<file path="src/include/line_mem_defs.svh">
`ifndef LINE_MEM_DEFS_SVH
`define LINE_MEM_DEFS_SVH

//////////////////////////////////////////////////////////////////////
// field widths shared by the package and the testbench
//////////////////////////////////////////////////////////////////////

// requester tag, wide enough for 16 outstanding ids
`define LM_TAG_W 4

// one mask bit per 16-bit halfword of a 64-bit line
`define LM_HWMASK_W 4

`endif

</file>
<file path="src/source/line_mem_pkg.sv">
`include "line_mem_defs.svh"

package line_mem_pkg;

  //////////////////////////////////////////////////////////////////////
  // line geometry
  //////////////////////////////////////////////////////////////////////
  localparam int LINE_W = 64;              // bits per line
  localparam int HW_W   = 16;              // bits per halfword
  localparam int NUM_HW = `LM_HWMASK_W;    // halfwords per line, one mask bit each

  // 16384 lines -> 14 bit line address
  localparam int ADDR_W = 14;

  //////////////////////////////////////////////////////////////////////
  // bank split
  //////////////////////////////////////////////////////////////////////
  localparam int NUM_BANKS  = 4;                    // interleaved on addr[1:0]
  localparam int BANK_SEL_W = $clog2(NUM_BANKS);    // 2
  localparam int ROW_W      = ADDR_W - BANK_SEL_W;  // 12, 4096 rows per bank

  // clocks a bank spends in its busy state before the access edge
  localparam int ACCESS_CLKS = 4;

  localparam int TAG_W = `LM_TAG_W;   // tag width, same value the testbench sees

  //////////////////////////////////////////////////////////////////////
  // request and response records
  //////////////////////////////////////////////////////////////////////

  // request as seen on the external port, 87 bits
  typedef struct packed {
    logic              write;    // 1 = line write, 0 = line read
    logic [ADDR_W-1:0] addr;     // line address, low bits pick the bank
    logic [NUM_HW-1:0] wmask;    // halfword enables, writes only
    logic [LINE_W-1:0] wdata;    // write line
    logic [TAG_W-1:0]  tag;      // echoed back in the response
  } mem_req_t;

  // same request once the bank bits are stripped off
  typedef struct packed {
    logic              write;
    logic [ROW_W-1:0]  row;      // row inside the selected bank
    logic [NUM_HW-1:0] wmask;
    logic [LINE_W-1:0] wdata;
    logic [TAG_W-1:0]  tag;
  } bank_req_t;

  // response, 69 bits
  typedef struct packed {
    logic              write;    // set for a write acknowledge
    logic [LINE_W-1:0] data;     // read line, zero on writes
    logic [TAG_W-1:0]  tag;
  } mem_rsp_t;

endpackage

</file>
<file path="src/source/rsp_collect.sv">
`timescale 1ns/10ps

module rsp_collect (
  input  logic                                                 clk,
  input  logic                                                 rst_n,
  input  logic [line_mem_pkg::NUM_BANKS-1:0]                   done,
  input  line_mem_pkg::mem_rsp_t [line_mem_pkg::NUM_BANKS-1:0] bank_rsp,
  output logic                                                 rsp_valid,
  output line_mem_pkg::mem_rsp_t                               rsp,
  output logic                                                 collide   // sticky
);

  import line_mem_pkg::*;

  mem_rsp_t merged;    // OR of all responses whose done is set
  logic     any_done;
  logic     multi;     // two or more banks finished together

  //////////////////////////////////////////////////////////////////////
  // merge
  //////////////////////////////////////////////////////////////////////
  always_comb begin
    merged = '0;
    for (int b = 0; b < NUM_BANKS; b++) begin
      if (done[b])
        merged = merged | bank_rsp[b];
    end
  end

  assign any_done = |done;

  // clearing the lowest set bit leaves something only if two were set
  assign multi = |(done & (done - 1'b1));

  //////////////////////////////////////////////////////////////////////
  // output registers
  //////////////////////////////////////////////////////////////////////
  always_ff @(posedge clk or negedge rst_n) begin
    if (!rst_n) begin
      rsp_valid <= 1'b0;
      collide   <= 1'b0;
    end else begin
      rsp_valid <= any_done;         // one strobe per bank completion
      collide   <= collide | multi;  // held until reset
    end
  end

  always_ff @(posedge clk) begin
    if (any_done)
      rsp <= merged;
  end

endmodule

</file>
<file path="config.mk">
export PLATFORM = sky130hd
export DESIGN_NAME = rsp_collect
export DESIGN_NICKNAME = d
export VERILOG_FILES = /design/src/source/line_mem_pkg.sv /design/src/source/rsp_collect.sv
export VERILOG_INCLUDE_DIRS = /design/src /design/src/include
export SDC_FILE = /design/constraint.sdc
export NUM_CORES = 1
export LEC_CHECK = 0
export BUFFER_PORTS_ARGS = -buffer_cell sky130_fd_sc_hd__buf_2
export CAP_MARGIN = 25
export CORE_AREA = 2 2 135 137
export CTS_BUF_LIST = sky130_fd_sc_hd__clkbuf_8
export DETAILED_ROUTE_END_ITERATION = 6
export DIE_AREA = 0 0 137 139
export GPL_ROUTABILITY_DRIVEN = 0
export PLACE_DENSITY_LB_ADDON = 0.15
export REMOVE_ABC_BUFFERS = 1
export SETUP_SLACK_MARGIN = 0.4
export SYNTH_ARGS = -nofsm -noshare
export SYNTH_HDL_FRONTEND = slang
export SYNTH_SLANG_ARGS = --single-unit
export TNS_END_PERCENT = 50
</file>
<file path="constraint.sdc">
create_clock -name clk -period 1 [get_ports clk]
set_input_delay 0.05 -clock clk [delete_from_list [all_inputs] [get_ports clk]]
set_output_delay 0.05 -clock clk [all_outputs]
set_load 0.02 [all_outputs]
</file>
==> results.md <==
* Overflow after GRT at 0
* Largest net degree at the start of global routing at 72
* Maximum vdd ir drop at 680 uV
* Status: finished with violations
* Period Utilization, post-route at 99.1%
* Synth Register Bits at 71
* DRT antenna net count at 0
* Overall die width at 137 microns
* Worst Setup Start Kind: flop
* Critical path origin: rsp[23]
* Initial antenna violation count at 0
* WHS at -0.0370 ns
* Tot GR Track Use at 13.7%
* Core area at 17,700 sq um
* Vias per inst at 4.64
* Hold crit path type: in -> reg
* Max Root-Sink Buffers at 2
* Leak Pwr at 0.00318 uW
* Final Hold Fails at 59
* Routed WL at 15.6 mm
* Crit-path leading delay family: flip-flops
* Clk slew on worst S/H paths at 0.08 ns
* Post-DP HPWL at 10.4 mm
* Row cnt at 49
* RSZ-0062 raised after global routing: yes
* CP required at 0.95 ns
* Count of final max-slew check failures at 0
* Rel. slew slack at 68.4%
* Worst r2r src: collide
* CTS tree: built
* Area growth from synthesis to layout at 103%
* DRC violation count after routing at 0
* H-tree level count at 3
* Diode count at 0
* First drt pass iteration count at 7
* Drt initial violations at 161
* Filler cells at 1,724
* DR vias at 4,187
* Crit path DAT at 0.94 ns
* F_max at 1.01 GHz
* WL per Instance at 17.3 microns
* Final nets at 950
* # IOs at 353
* Synthesized cell area at 3650 sq um
* Slowest cell on crit path: edfxtp_1
* Crit Path Max Fanout at 1
* Setup violations, final at 0
* CP peak stage delay at 0.43 ns
* Sum of negative setup slack at 0 ns
* Hold Buf Count CTS at 1
* Critical Path End Type: output port
* Max-Cap Viols at 0
* Clock Tree Root: clkbuf_8
* Sequential area share after synthesis at 58.2%
* Ys Warns at 0
* WP buf/inv at 1
* Power Dens Cells at 1290 nW/um^2
* Mean Syn Cell Area at 11.6 sq um
* Clock sinks at 71
* Setup slack, reg-to-reg at 0.08 ns
* Post-layout min period at 0.991 ns
* Hold Path Origin: bank_rsp[223]
* First-pass GRT wire length at 20.0 mm
* Crit Path Class: reg -> out
* Slew @ Worst Pin at 0.474 ns
* CTS Buf Count at 9
* Port-buffer cells at 352
* DP Area at 5590 sq um
* Ratio of cells with drive above 1 in the final layout at 78.2%
* Cells after Synth at 314
* Vias in the first global route at 4,045
* Post-synth cell types at 9
* Failing checks: negative hold slack
* Clock Latency Late Sink at 0.35 ns
* Starting Density at 20.7%
* Die H at 139 microns
* Setup Skew at 0 ns
* Crit-path cells: buf_6
* Full die area at 19,000 sq um
* Fin area at 7420 sq um
-- cell usage in the layout, fill, tap and decap left out, drive strengths merged --
cell         Yosys  final
dfrtp            2      2
nor2             1      1
clkbuf           0     16
a22oi          138    138
nand2           69     69
clkinvlp         0      1
edfxtp          69     69
or4              1      2
bufinv           0      4
buf             32    366
clkinv           0      2
dlygate4sd3      0      1
a2111oi          2      2
-- final cells by class --
type / count / area [sq um] / share of cell area, %
Timing Repair Buffer: 374 / 2700 / 36.4
Sequential cell: 71 / 2120 / 28.6
Multi-Input combinational cell: 212 / 2050 / 27.7
Tap cell: 229 / 287 / 3.86
Clock inverter: 7 / 135 / 1.82
Clock buffer: 9 / 124 / 1.67
-- cells in the mapped netlist --
cell,count,share of area [%]
a2111oi_2,2,0.82
or4_4,1,0.31
edfxtp_1,69,57
a22oi_1,138,28
nor2_1,1,0.10
buf_6,4,1.2
dfrtp_1,2,1.4
buf_2,28,3.8
nand2_1,69,7.1
-- worst paths after layout --
path | to | cells after the start
max in group asynchronous | rsp_valid | 2
worst max register to register | collide | 3
min in group asynchronous | collide | 2
worst min register to register | collide | 3
worst min-delay path | rsp[16] | 3
worst max-delay path | rsp[23] | 1
-- registers in the layout (all words and copies together), names as in the netlist --
name       cells
rsp           69
collide        1
rsp_valid      1
-- repair_timing --
| item | CTS | global route |
|---|---|---|
| pin swaps | 2 | 105 |
| setup endpoints to repair | 211 | 209 |
| gates cloned | 0 | 11 |
| buffers inserted | 0 | 4 |
| endpoints found under the hold margin | 71 | 71 |
| resized for setup | 160 | 157 |
-- where the power goes --
| group | internal, uW | total [uW] | switching (uW) |
|---|---|---|---|
| logic | 1470 | 2830 | 1360 |
| clock network | 1890 | 2960 | 1070 |
| registers | 3620 | 3770 | 145 |
| total | 6980 | 9560 | 2580 |
-- per-stage QoR --
| step | total power [uW] | worst slack, ns | util [%] | hold WS, ns | cells |
|---|---|---|---|---|---|
| finish | 9560 | 0.00943 | 42.0 | -0.0370 | 902 |
| global route | 10000 | -0.0434 | 42.0 | -0.0639 | 902 |
| CTS | 9270 | -0.0487 | 36.1 | -0.0625 | 887 |
| detailed placement | 5750 | -0.278 | 31.6 | -0.158 | 870 |
| global placement | 5720 | -0.231 | 31.6 | -0.162 | 870 |
| floorplan | 4570 | -0.254 | - | -0.246 | 282 |
-- per-layer routing --
metal,track usage [%],part of all wire (%)
met1,13.1,35
met2,26.3,55
met3,5.56,8.9
met4,4.23,1.6
met5,0,0
-- cells by family after synthesis --
| family | Yosys count | synth area share (%) |
|---|---|---|
| simple gates | 71 | 7.51 |
| flops | 71 | 58.2 |
| compound gates | 140 | 29.2 |
| buf+inv | 32 | 5.08 |
(Power assumes the default switching activity.)
