`src/include/line_mem_defs.svh`:
```
`ifndef LINE_MEM_DEFS_SVH
`define LINE_MEM_DEFS_SVH

//////////////////////////////////////////////////////////////////////
// field widths shared by the package and the testbench
//////////////////////////////////////////////////////////////////////

// requester tag, wide enough for 16 outstanding ids
`define LM_TAG_W 4

// one mask bit per 16-bit halfword of a 64-bit line
`define LM_HWMASK_W 4

`endif

```
`src/source/line_mem_pkg.sv`:
```
`include "line_mem_defs.svh"

package line_mem_pkg;

  //////////////////////////////////////////////////////////////////////
  // line geometry
  //////////////////////////////////////////////////////////////////////
  localparam int LINE_W = 64;              // bits per line
  localparam int HW_W   = 16;              // bits per halfword
  localparam int NUM_HW = `LM_HWMASK_W;    // halfwords per line, one mask bit each

  // 16384 lines -> 14 bit line address
  localparam int ADDR_W = 14;

  //////////////////////////////////////////////////////////////////////
  // bank split
  //////////////////////////////////////////////////////////////////////
  localparam int NUM_BANKS  = 4;                    // interleaved on addr[1:0]
  localparam int BANK_SEL_W = $clog2(NUM_BANKS);    // 2
  localparam int ROW_W      = ADDR_W - BANK_SEL_W;  // 12, 4096 rows per bank

  // clocks a bank spends in its busy state before the access edge
  localparam int ACCESS_CLKS = 4;

  localparam int TAG_W = `LM_TAG_W;   // tag width, same value the testbench sees

  //////////////////////////////////////////////////////////////////////
  // request and response records
  //////////////////////////////////////////////////////////////////////

  // request as seen on the external port, 87 bits
  typedef struct packed {
    logic              write;    // 1 = line write, 0 = line read
    logic [ADDR_W-1:0] addr;     // line address, low bits pick the bank
    logic [NUM_HW-1:0] wmask;    // halfword enables, writes only
    logic [LINE_W-1:0] wdata;    // write line
    logic [TAG_W-1:0]  tag;      // echoed back in the response
  } mem_req_t;

  // same request once the bank bits are stripped off
  typedef struct packed {
    logic              write;
    logic [ROW_W-1:0]  row;      // row inside the selected bank
    logic [NUM_HW-1:0] wmask;
    logic [LINE_W-1:0] wdata;
    logic [TAG_W-1:0]  tag;
  } bank_req_t;

  // response, 69 bits
  typedef struct packed {
    logic              write;    // set for a write acknowledge
    logic [LINE_W-1:0] data;     // read line, zero on writes
    logic [TAG_W-1:0]  tag;
  } mem_rsp_t;

endpackage

```
`src/source/bank_dispatch.sv`:
```
`timescale 1ns/10ps

module bank_dispatch (
  input  logic                                 clk,
  input  logic                                 rst_n,
  input  logic                                 req_valid,  // one-cycle request strobe
  input  line_mem_pkg::mem_req_t               req,
  input  logic [line_mem_pkg::NUM_BANKS-1:0]   bank_rdy,   // raw ready from each bank
  output logic [line_mem_pkg::NUM_BANKS-1:0]   bank_ready, // ready as seen by the requester
  output logic                                 req_drop,   // request hit a busy bank
  output logic [line_mem_pkg::NUM_BANKS-1:0]   start,      // one-hot start strobe
  output line_mem_pkg::bank_req_t              bank_req    // shared by all banks
);

  import line_mem_pkg::*;

  logic [BANK_SEL_W-1:0] sel;       // target bank
  logic [ROW_W-1:0]      row;       // address with the bank bits cut away
  logic [NUM_BANKS-1:0]  sel_dec;   // sel as one-hot
  logic                  accept;

  //////////////////////////////////////////////////////////////////////
  // bank decode
  //////////////////////////////////////////////////////////////////////
  assign sel = req.addr[BANK_SEL_W-1:0];    // low address bits interleave the banks
  assign row = req.addr[ADDR_W-1:BANK_SEL_W];

  always_comb begin
    sel_dec      = '0;
    sel_dec[sel] = 1'b1;
  end

  // a bank whose start is still in flight has not dropped rdy yet,
  // so it is masked here for that one cycle
  assign bank_ready = bank_rdy & ~start;

  assign accept = req_valid & bank_ready[sel];

  //////////////////////////////////////////////////////////////////////
  // control registers
  //////////////////////////////////////////////////////////////////////
  always_ff @(posedge clk or negedge rst_n) begin
    if (!rst_n) begin
      start    <= '0;
      req_drop <= 1'b0;
    end else begin
      start    <= accept ? sel_dec : '0;            // single-cycle pulse to one bank
      req_drop <= req_valid & ~bank_ready[sel];     // busy target, request lost
    end
  end

  // request payload, loaded only on accept so it holds while start is high
  always_ff @(posedge clk) begin
    if (accept) begin
      bank_req.write <= req.write;
      bank_req.row   <= row;
      bank_req.wmask <= req.wmask;
      bank_req.wdata <= req.wdata;
      bank_req.tag   <= req.tag;
    end
  end

endmodule

```
`config.mk`:
```
export PLATFORM = sky130hd
export DESIGN_NAME = bank_dispatch
export DESIGN_NICKNAME = d
export VERILOG_FILES = /design/src/source/line_mem_pkg.sv /design/src/source/bank_dispatch.sv
export VERILOG_INCLUDE_DIRS = /design/src /design/src/include
export SDC_FILE = /design/constraint.sdc
export NUM_CORES = 1
export LEC_CHECK = 0
export ABC_AREA = 1
export ABC_CLOCK_PERIOD_IN_PS = 5600
export BUFFER_PORTS_ARGS = -buffer_cell sky130_fd_sc_hd__buf_2
export CORE_MARGIN = 5
export CORE_UTILIZATION = 46
export CTS_BUF_LIST = sky130_fd_sc_hd__clkbuf_8
export DETAILED_ROUTE_END_ITERATION = 8
export GPL_TIMING_DRIVEN = 0
export HOLD_SLACK_MARGIN = 0.02
export PLACE_DENSITY = 0.88
export SLEW_MARGIN = 20
export SYNTH_ARGS = -nofsm -noshare
export SYNTH_HDL_FRONTEND = slang
export SYNTH_SLANG_ARGS = --single-unit
```
`constraint.sdc`:
```
create_clock -name clk -period 5.6 [get_ports clk]
set_input_delay 0 -clock clk [delete_from_list [all_inputs] [get_ports clk]]
set_output_delay 0 -clock clk [all_outputs]
set_load 0.01 [all_outputs]
```
==> impl_metrics.csv, run 1 <==
group,metric,value,unit
sta,rsz0062_at_grt,"no",
sta,hold_viol,0,
placed_design,gp_congestion,0.812,
route,route.detailed.drc,0,
grt,globalRouteOverflowTotal,0,
job,maxCapViolations,0,
floorplanning,die_h,88.3,µm
clock_network,clockBufferDepth,2,
floorplanning,die_x,88.3,µm
hold_path,hp-class,"in2reg",
logic_synthesis,yosys_warnings,0,
grt,grt_max_degree,50,
grt,grt_pass1_vias,2499,
clock_network,clock_latency,340,ps
worst_setup_path,cp-start-kind,"register",
clock_network,cts_setup_buffers,0,
final_layout,fin_util,0.839,
pwr,max-vdd-ir-drop,0.185,mV
route,routed.top_layer,"met4",
final_layout,final_cell_mix,"buf_2, dlygate4sd3_1, edfxtp_1",
logic_synthesis,synth_cells,124,
grt,antenna_found_initial,0,
placed_design,port_buffers,187,
pwr,p_leak,0.00220,µW
worst_setup_path,required,5630,ps
final_layout,drive_above_1_share,0.492,
worst_setup_path,crit_slowest_cell,"dfrtp_1",
route,routed-via-count,2309,
sta,clock_skew,8.49,ps
final_layout,fillers,298,
worst_setup_path,critPathTopFamily,"buffers and inverters",
sta,fmax,0.529,GHz
worst_setup_path,path_cells,"inv_1 -> nand3_1 -> nand2_2 -> nand2_1 -> nand2_1 -> nand2_2 -> inv_4 -> buf_12",
worst_setup_path,critPathMaxStageDelay,410,ps
logic_synthesis,postSynthAreaPerCell,22.7,µm²
logic_synthesis,ys_seq_elements,90,
clock_network,cts_tree,"yes",
final_layout,fin_cells,494,
final_layout,seq_area,2680,µm²
logic_synthesis,syn_nets,218,
sta,maxSlewViolCount,0,
run_status,status,"finished clean",
route,drt_first_pass_iters,4,
route,wire_per_inst,19.2,µm
sta,slew_headroom,0.693,
logic_synthesis,synth_area,2820,µm²
worst_setup_path,path_class,"reg2reg",
route,wl_met1,3070,µm
route,wirelength,9490,µm
floorplanning,die_area,7790,µm²
pwr,powerDensity,285,nW/µm²
floorplanning,initial_core_util,0.473,
placed_design,dp.cells,387,
worst_setup_path,path_buf_inv,3,
sta,setup_viol,0,
clock_network,clkTransAtPathRegs,80,ps
sta,max_slew.worst_pin.slew,460,ps
final_layout,nNetsFinal,508,
logic_synthesis,synth_cell_types,9,
floorplanning,core-area,5960,µm²
route,detail-route-antenna-nets,0,
floorplanning,ios,188,
floorplanning,rows,28,
route,wl_met3,1050,µm
clock_network,cts_made_buffers,9,
route,drtIter0Drc,129,
route,vias_per_cell,4.67,
sta,setup_tns,0,ps
clock_network,numClockSinks,90,
final_layout,antennaDiodeCount,0,
worst_setup_path,arrival,1920,ps
sta,min_period,1890,ps
grt,grt_pass1_wl,13300,µm
final_layout,multi_input_area,87.6,µm²
sta,period_share,0.338,
final_layout,syn2layout_area_growth,77.4,%
worst_setup_path,path_max_fanout,49,
grt,grt_usage,0.241,
worst_setup_path,critPathCaptureType,"register",
route,wl_met2,5160,µm
final_layout,final_common_cell,"buf_2",
logic_synthesis,ys_seq_area_frac,0.950,
clock_network,cts_root_buffer,"clkbuf_8",
clock_network,h-tree-depth,3,
## state kept, by name, indices dropped and copies added (netlist names)
| signal | flops |
|---|---|
| bank_req | 85 |
| start | 4 |
| req_drop | 1 |
## final cells by class
type	count	area share
Sequential cell	90	0.536
Clock buffer	9	0.0248
Inverter	14	0.0110
Multi-Input combinational cell	20	0.0175
Timing Repair Buffer	279	0.374
Tap cell	75	0.0188
Clock inverter	7	0.0185
## metal layers
layer  global-route usage  up-vias
met5                    0        -
met2                0.458      167
met4               0.0879        0
met3               0.0670       22
li1                     -     1034
met1                0.251     1086
## repair_timing
| action | in CTS | in global routing |
|---|---|---|
| gates resized for setup | 0 | 0 |
| hold buffers | 91 | 0 |
| hold endpoints to repair | 95 | 0 |
## through the flow
stage	hold slack, ps	total power (µW)	worst slack [ps]	instance area, µm²
after global placement	-183	906	2210	3850
after CTS	32.2	1420	3700	5000
after global routing	78.7	1470	3540	5000
final	51.7	1420	3710	5000
after detailed placement	-178	912	3720	3870
after floorplan	-296	840	2710	2820
## cell usage after synthesis
master / n / area, µm²
nand2_1: 6 / 22.5
dfrtp_1: 5 / 125
edfxtp_1: 85 / 2550
nand2_2: 2 / 12.5
inv_2: 1 / 3.75
nand3_1: 2 / 10.0
nor2_1: 8 / 30.0
inv_1: 13 / 48.8
nand4_1: 2 / 12.5
## final timing paths
kind	start	to	slack (ps)	cells after the start
worst max register to register	start[1]$_DFF_PN0_	bank_req[74]$_DFFE_PP_	3710	8
worst min-delay path	bank_rdy[1]	start[1]$_DFF_PN0_	50	5
max in group asynchronous	rst_n	req_drop$_DFF_PN0_	4850	3
worst max-delay path	start[1]$_DFF_PN0_	bank_req[74]$_DFFE_PP_	3710	8
min in group asynchronous	rst_n	start[2]$_DFF_PN0_	550	3
worst min register to register	start[0]$_DFF_PN0_	start[1]$_DFF_PN0_	680	5
## worst reg2reg max path, stage by stage, from the launching register on
cell and delay (ps):
dfrtp_1 410, inv_1 60, nand3_1 70, nand2_2 90, nand2_1 70, nand2_1 100
nand2_2 100, inv_4 350, buf_12 320
## power by group
part / internal (µW) / leakage (µW) / switching, µW
Clock: 251 / 0.000105 / 219
Combinational: 89.8 / 0.00124 / 77.6
Sequential: 777 / 0.000858 / 9.78
## logic make-up (layout without fill, tap and decap cells)
| kind of cell | Yosys count | count (layout) | share of synthesized area |
|---|---|---|---|
| DFF | 90 | 90 | 0.950 |
| and+or+nand+nor | 20 | 20 | 0.0311 |
| buffers and inverters | 14 | 309 | 0.0186 |
Note: power is estimated with default switching activity, not from simulation.
==> run 2, diff against run 1 <==
--- a/config.mk
+++ b/config.mk
@@ -7,15 +7,15 @@
 export NUM_CORES = 1
 export LEC_CHECK = 0
 export ABC_AREA = 1
-export ABC_CLOCK_PERIOD_IN_PS = 5600
+export ABC_CLOCK_PERIOD_IN_PS = 1700
 export BUFFER_PORTS_ARGS = -buffer_cell sky130_fd_sc_hd__buf_2
 export CORE_MARGIN = 5
-export CORE_UTILIZATION = 46
+export CORE_UTILIZATION = 39
 export CTS_BUF_LIST = sky130_fd_sc_hd__clkbuf_8
 export DETAILED_ROUTE_END_ITERATION = 8
 export GPL_TIMING_DRIVEN = 0
 export HOLD_SLACK_MARGIN = 0.02
-export PLACE_DENSITY = 0.88
+export PLACE_DENSITY = 0.79
 export SLEW_MARGIN = 20
 export SYNTH_ARGS = -nofsm -noshare
 export SYNTH_HDL_FRONTEND = slang
==> constraint.sdc (replaced) <==
create_clock -name clk -period 1.7 [get_ports clk]
set_input_delay 0 -clock clk [delete_from_list [all_inputs] [get_ports clk]]
set_output_delay 0 -clock clk [all_outputs]
set_load 0.01 [all_outputs]
==> impl_metrics.csv, run 2 (same netlist as run 1, synthesis figures left out) <==
group,metric,value,unit
sta,slew_headroom,0.831,
hold_path,hp-class,"in2reg",
grt,globalRouteOverflowTotal,0,
clock_network,cts_made_buffers,9,
final_layout,final_cell_mix,"buf_2, dlygate4sd3_1, edfxtp_1",
worst_setup_path,path_max_fanout,6,
route,wire_per_inst,16.9,µm
placed_design,place_ws,-524,ps
worst_setup_path,critPathTopFamily,"buffers and inverters",
grt,antenna_found_initial,1,
clock_network,clock_latency,350,ps
clock_network,clkTransAtPathRegs,80,ps
floorplanning,ios,188,
worst_setup_path,path_buf_inv,5,
route,routed-via-count,2321,
worst_setup_path,critPathMaxStageDelay,390,ps
route,detail-route-antenna-nets,0,
pwr,max-vdd-ir-drop,0.487,mV
final_layout,fin_util,0.739,
pwr,total_power,4500,µW
floorplanning,die_h,95,µm
job,maxCapViolations,0,
route,vias_per_cell,4.32,
final_layout,fin_area,5280,µm²
floorplanning,die_x,95,µm
clock_network,h-tree-depth,3,
sta,setup_viol,0,
sta,hold_viol,0,
final_layout,fin_cells,537,
worst_setup_path,crit_slowest_cell,"dfrtp_1",
final_layout,final_common_cell,"buf_2",
final_layout,syn2layout_area_growth,87.3,%
placed_design,dp.cells,413,
floorplanning,core-area,7140,µm²
run_status,status,"finished clean",
final_layout,reg_top3,"bank_req: 85 flops, start: 4 flops, req_drop: 1 flops",
floorplanning,initial_core_util,0.395,
sta,rsz0062_at_grt,"yes",
sta,min_period,1690,ps
worst_setup_path,path_cells,"inv_2 -> nand2_2 -> nor2_2 -> nor2_1 -> nand2_2 -> nand2_4 -> clkinvlp_4 -> clkbuf_16 -> buf_12 -> clkbuf_16",
floorplanning,die_area,9030,µm²
floorplanning,rows,31,
final_layout,drive_above_1_share,0.524,
route,wirelength,9080,µm
clock_network,clockBufferDepth,2,
clock_network,numClockSinks,90,
sta,period_share,0.995,
placed_design,gp_congestion,0.744,
worst_setup_path,path_class,"reg2reg",
route,drtIter0Drc,99,
worst_setup_path,critPathCaptureType,"register",
sta,fmax,0.591,GHz
clock_network,cts_tree,"yes",
grt,grt_pass1_vias,2578,
pwr,powerDensity,852,nW/µm²
grt,grt_max_degree,22,
worst_setup_path,reg2reg_setup_slack,9,ps
pwr,p_leak,0.00232,µW
placed_design,dpl.hpwl,5390,µm
sta,maxSlewViolCount,0,
placed_design,port_buffers,187,
final_layout,nNetsFinal,526,
sta,max_slew.worst_pin.slew,253,ps
sta,worst_slack,8.93,ps
placed_design,place_area,3960,µm²
worst_setup_path,arrival,1800,ps
clock_network,cts_root_buffer,"clkbuf_8",
grt,grt_usage,0.198,
sta,clock_skew,9.69,ps
route,drt_first_pass_iters,4,
worst_setup_path,cp-start-kind,"register",
final_layout,largest_reg_flops,85,
route,route.detailed.drc,0,
worst_setup_path,required,1810,ps
grt,grt_pass1_wl,12900,µm
final_layout,regMostFlops,"bank_req",
[run 2: worst min-delay path, stage by stage]
cell and delay [ps]:
buf_2 110, nand3_1 80, nand2_2 70, nand4_1 70, inv_1 40
[run 2: final cells by class]
type                            count  area (µm²)
Multi-Input combinational cell     20         100
Sequential cell                    90        2680
Fill cell                         468        1860
Clock inverter                      7        46.3
Timing Repair inverter              1        7.51
Antenna cell                        1        2.50
Clock buffer                        9         124
Inverter                           14        56.3
Timing Repair Buffer              296        2140
Tap cell                           99         124
[run 2: what timing repair did]
item | 4_1_cts | 5_1_grt
endpoints found under the setup margin | 66 | 82
hold buffers | 91 | 0
pin swaps | 0 | 5
setup buffers | 6 | 6
resized for setup | 3 | 8
gates cloned | 4 | 2
endpoints found under the hold margin | 95 | 0
[run 2: layer usage]
layer  track usage  vias up  part of all wire
met5             0        -                 0
met4        0.0745        0             0.021
met3        0.0693       15             0.090
met2         0.381      121              0.57
met1         0.189     1107              0.32
li1              -     1078                 -
[run 2: where the power goes]
group	internal [µW]	switching, µW
sequential	2560	27.7
combinational	378	276
clock	528	731
[run 2: path summary, 6_finish.rpt]
kind | startpoint | endpoint | depth (start not counted)
min reg2reg | start[0]$_DFF_PN0_ | start[1]$_DFF_PN0_ | 5
max in group asynchronous | rst_n | start[2]$_DFF_PN0_ | 3
max | start[2]$_DFF_PN0_ | bank_req[47]$_DFFE_PP_ | 10
min in group asynchronous | rst_n | start[1]$_DFF_PN0_ | 3
max reg2reg | start[2]$_DFF_PN0_ | bank_req[47]$_DFFE_PP_ | 10
min | bank_rdy[0] | start[1]$_DFF_PN0_ | 5
[run 2: through the flow]
stage | hold WS [ps] | setup TNS, ps
3_5_place_dp | -179 | -23500
6_report | 70.0 | 0
2_1_floorplan | -296 | -59590
5_1_grt | 65.2 | -798
3_3_place_gp | -182 | -97900
4_1_cts | 28.6 | 0
==> run 3, diff against run 2 <==
--- a/config.mk
+++ b/config.mk
@@ -6,7 +6,6 @@
 export SDC_FILE = /design/constraint.sdc
 export NUM_CORES = 1
 export LEC_CHECK = 0
-export ABC_AREA = 1
 export ABC_CLOCK_PERIOD_IN_PS = 1700
 export BUFFER_PORTS_ARGS = -buffer_cell sky130_fd_sc_hd__buf_2
 export CORE_MARGIN = 5
@@ -15,7 +14,7 @@
 export DETAILED_ROUTE_END_ITERATION = 8
 export GPL_TIMING_DRIVEN = 0
 export HOLD_SLACK_MARGIN = 0.02
-export PLACE_DENSITY = 0.79
+export PLACE_DENSITY = 0.8
 export SLEW_MARGIN = 20
 export SYNTH_ARGS = -nofsm -noshare
 export SYNTH_HDL_FRONTEND = slang
==> constraint.sdc (replaced) <==
create_clock -name clk -period 1.7 [get_ports clk]
set_input_delay 0 -clock clk [delete_from_list [all_inputs] [get_ports clk]]
set_output_delay 0 -clock clk [all_outputs]
set_load 0.05 [all_outputs]
==> impl_metrics.csv, run 3 <==
group,metric,value,unit
worst_setup_path,path_class,"reg2reg",
logic_synthesis,synth_edf_count,85,
sta,rsz0062_at_grt,"yes",
logic_synthesis,yosysTopAreaCell,"edfxtp_1",
final_layout,regMostFlops,"bank_req",
placed_design,gp_congestion,0.813,
pwr,clkPwrFrac,0.255,
floorplanning,rows,31,
logic_synthesis,yosys-top-cells-count,"edfxtp_1, dfrtp_1, nor2b_1, and4b_2",
sta,maxSlewViolCount,0,
clock_network,clock_latency,340,ps
sta,period_share,0.981,
logic_synthesis,ys_seq_area_frac,0.954,
grt,use_met3,0.0606,
logic_synthesis,async_flop_share,0.0556,
grt,top_usage_layer,"met2",
sta,setup_viol,0,
grt,antenna_found_initial,0,
logic_synthesis,synth_most_common_cell,"edfxtp_1",
grt,use_met1,0.183,
pwr,cellInternalPower,3410,µW
floorplanning,die_x,94.9,µm
worst_setup_path,cp-start-kind,"register",
hold_path,hold_depth,3,
sta,min_period,1670,ps
pwr,switchingPower,1300,µW
logic_synthesis,synth_cell_types,12,
run_status,status,"finished clean",
pwr,max-vdd-ir-drop,0.471,mV
logic_synthesis,synth_cells,105,
worst_setup_path,required,1760,ps
logic_synthesis,syn_nets,199,
final_layout,fin_cells,504,
sta,clock_skew,11.1,ps
grt,grt_pass1_vias,2336,
pwr,powerDensity,921,nW/µm²
floorplanning,core-area,7140,µm²
clock_network,numClockSinks,90,
floorplanning,die_area,9000,µm²
clock_network,h-tree-depth,3,
floorplanning,ios,188,
placed_design,dpl.hpwl,5210,µm
logic_synthesis,synth_area,2810,µm²
hold_path,hp-class,"in2reg",
final_layout,reg_top3,"bank_req: 85 flops, start: 4 flops, req_drop: 1 flops",
final_layout,drive_above_1_share,0.536,
worst_setup_path,reg2regPathDepth,5,
route,route.detailed.drc,0,
final_layout,final_common_cell,"buf_2",
clock_network,clockBufferDepth,2,
route,wirelength,8530,µm
clock_network,cts_made_buffers,9,
final_layout,antennaDiodeCount,0,
final_layout,fin_util,0.717,
job,maxCapViolations,0,
sta,hold_viol,0,
sta,setup_tns,0,ps
pwr,sw_frac_of_total,0.276,
logic_synthesis,postSynthAreaPerCell,26.7,µm²
logic_synthesis,ys_seq_elements,90,
placed_design,place_ws,-388,ps
pwr,power_frac_comb,0.196,
final_layout,syn2layout_area_growth,82.2,%
final_layout,nNetsFinal,494,
pwr,p_leak,0.00218,µW
clock_network,cts_tree,"yes",
final_layout,final_cell_mix,"buf_2, dlygate4sd3_1, edfxtp_1",
logic_synthesis,synth_area_leaders,"edfxtp_1, dfrtp_1, nor2b_1",
logic_synthesis,synth.top_cell.area_share,0.909,
floorplanning,die_h,94.9,µm
grt,grt_max_degree,27,
clock_network,cts_root_buffer,"clkbuf_8",
grt,grt_usage,0.188,
sta,worst_slack,32.7,ps
sta,max_slew.worst_pin.slew,295,ps
grt,grt_pass1_wl,12100,µm
route,detail-route-antenna-nets,0,
placed_design,dp.cells,394,
floorplanning,initial_core_util,0.393,
worst_setup_path,critPathCaptureType,"register",
worst_setup_path,arrival,1720,ps
route,routed-via-count,2215,
worst_setup_path,path_max_fanout,12,
route,vias_per_cell,4.39,
route,drtIter0Drc,78,
grt,grt.met2_usage,0.353,
logic_synthesis,yosys_warnings,0,
placed_design,port_buffers,187,
sta,slew_headroom,0.803,
clock_network,clkTransAtPathRegs,80,ps
route,wire_per_inst,16.9,µm
grt,globalRouteOverflowTotal,0,
sta,whs,176,ps
route,drt_first_pass_iters,6,
sta,fmax,0.600,GHz
logic_synthesis,synth_ff_type,"edfxtp_1",
final_layout,largest_reg_flops,85,
pwr,power_frac_seq,0.550,
==> run 3: cell count changes in the layout (fill, tap and decap cells not counted), sizes merged, moves of 3 or more <==
cell and change:
nor2 -8, inv -14, and4b +3, nand2 -8
nor2b +5, buf -10
==> run 3: power groups by stage <==
stage,Combinational [µW],Sequential [µW],Clock [µW]
6_report,922,2590,1200
3_5_place_dp,728,2640,0
5_1_grt,959,2600,1330
3_3_place_gp,684,2640,0
4_1_cts,905,2590,1250
2_1_floorplan,80.7,3020,0
==> run 3: repair_timing <==
item,CTS,global route
hold buffers,91,0
endpoints found under the hold margin,95,0
pin swaps,0,2
setup buffers,2,1
gates resized for setup,2,4
cloned,0,1
setup endpoints to repair,85,66
==> run 3: metal layers <==
| metal | vias to the layer above | routed length, µm |
|---|---|---|
| li1 | 1015 | - |
| met1 | 1055 | 2730 |
| met2 | 131 | 4820 |
| met3 | 14 | 811 |
| met4 | 0 | 172 |
| met5 | - | 0 |
==> run 3: cell type report <==
class / count / area, µm²
flip-flops and latches: 90 / 2680
repair buffers: 284 / 1970
clock buffers: 9 / 124
multi-input cells: 15 / 183
fillers: 472 / 2020
clock inverters: 7 / 37.5
well taps: 99 / 124
==> run 3: stage by stage <==
step	area, µm²	power [µW]
finish	5120	4710
detailed placement	3970	3370
floorplan	2830	3100
CTS	5080	4750
global placement	3890	3320
global route	5120	4890
==> run 3: cells by family (layout without fill, tap and decap cells) <==
kind of cell / Yosys count / after routing / synth area share
flops: 90 / 90 / 0.954
buf+inv: 0 / 300 / 0
simple gates: 15 / 15 / 0.0463
==> run 3: final timing paths <==
check                                               to  slack [ps]          startpoint
min in group asynchronous           start[0]$_DFF_PN0_         590               rst_n
worst min register to register      start[1]$_DFF_PN0_         720  start[1]$_DFF_PN0_
max in group asynchronous           start[3]$_DFF_PN0_         870               rst_n
worst min-delay path                start[2]$_DFF_PN0_         180         bank_rdy[2]
worst max-delay path            bank_req[71]$_DFFE_PP_          30  start[2]$_DFF_PN0_
worst max register to register  bank_req[71]$_DFFE_PP_          30  start[2]$_DFF_PN0_
==> run 3: worst max-delay path: stages, from the launching register on <==
cell and delay [ps]:
dfrtp_2 440, nor4bb_4 360, nor4_4 70, nor2b_4 180, buf_6 160, clkbuf_16 170
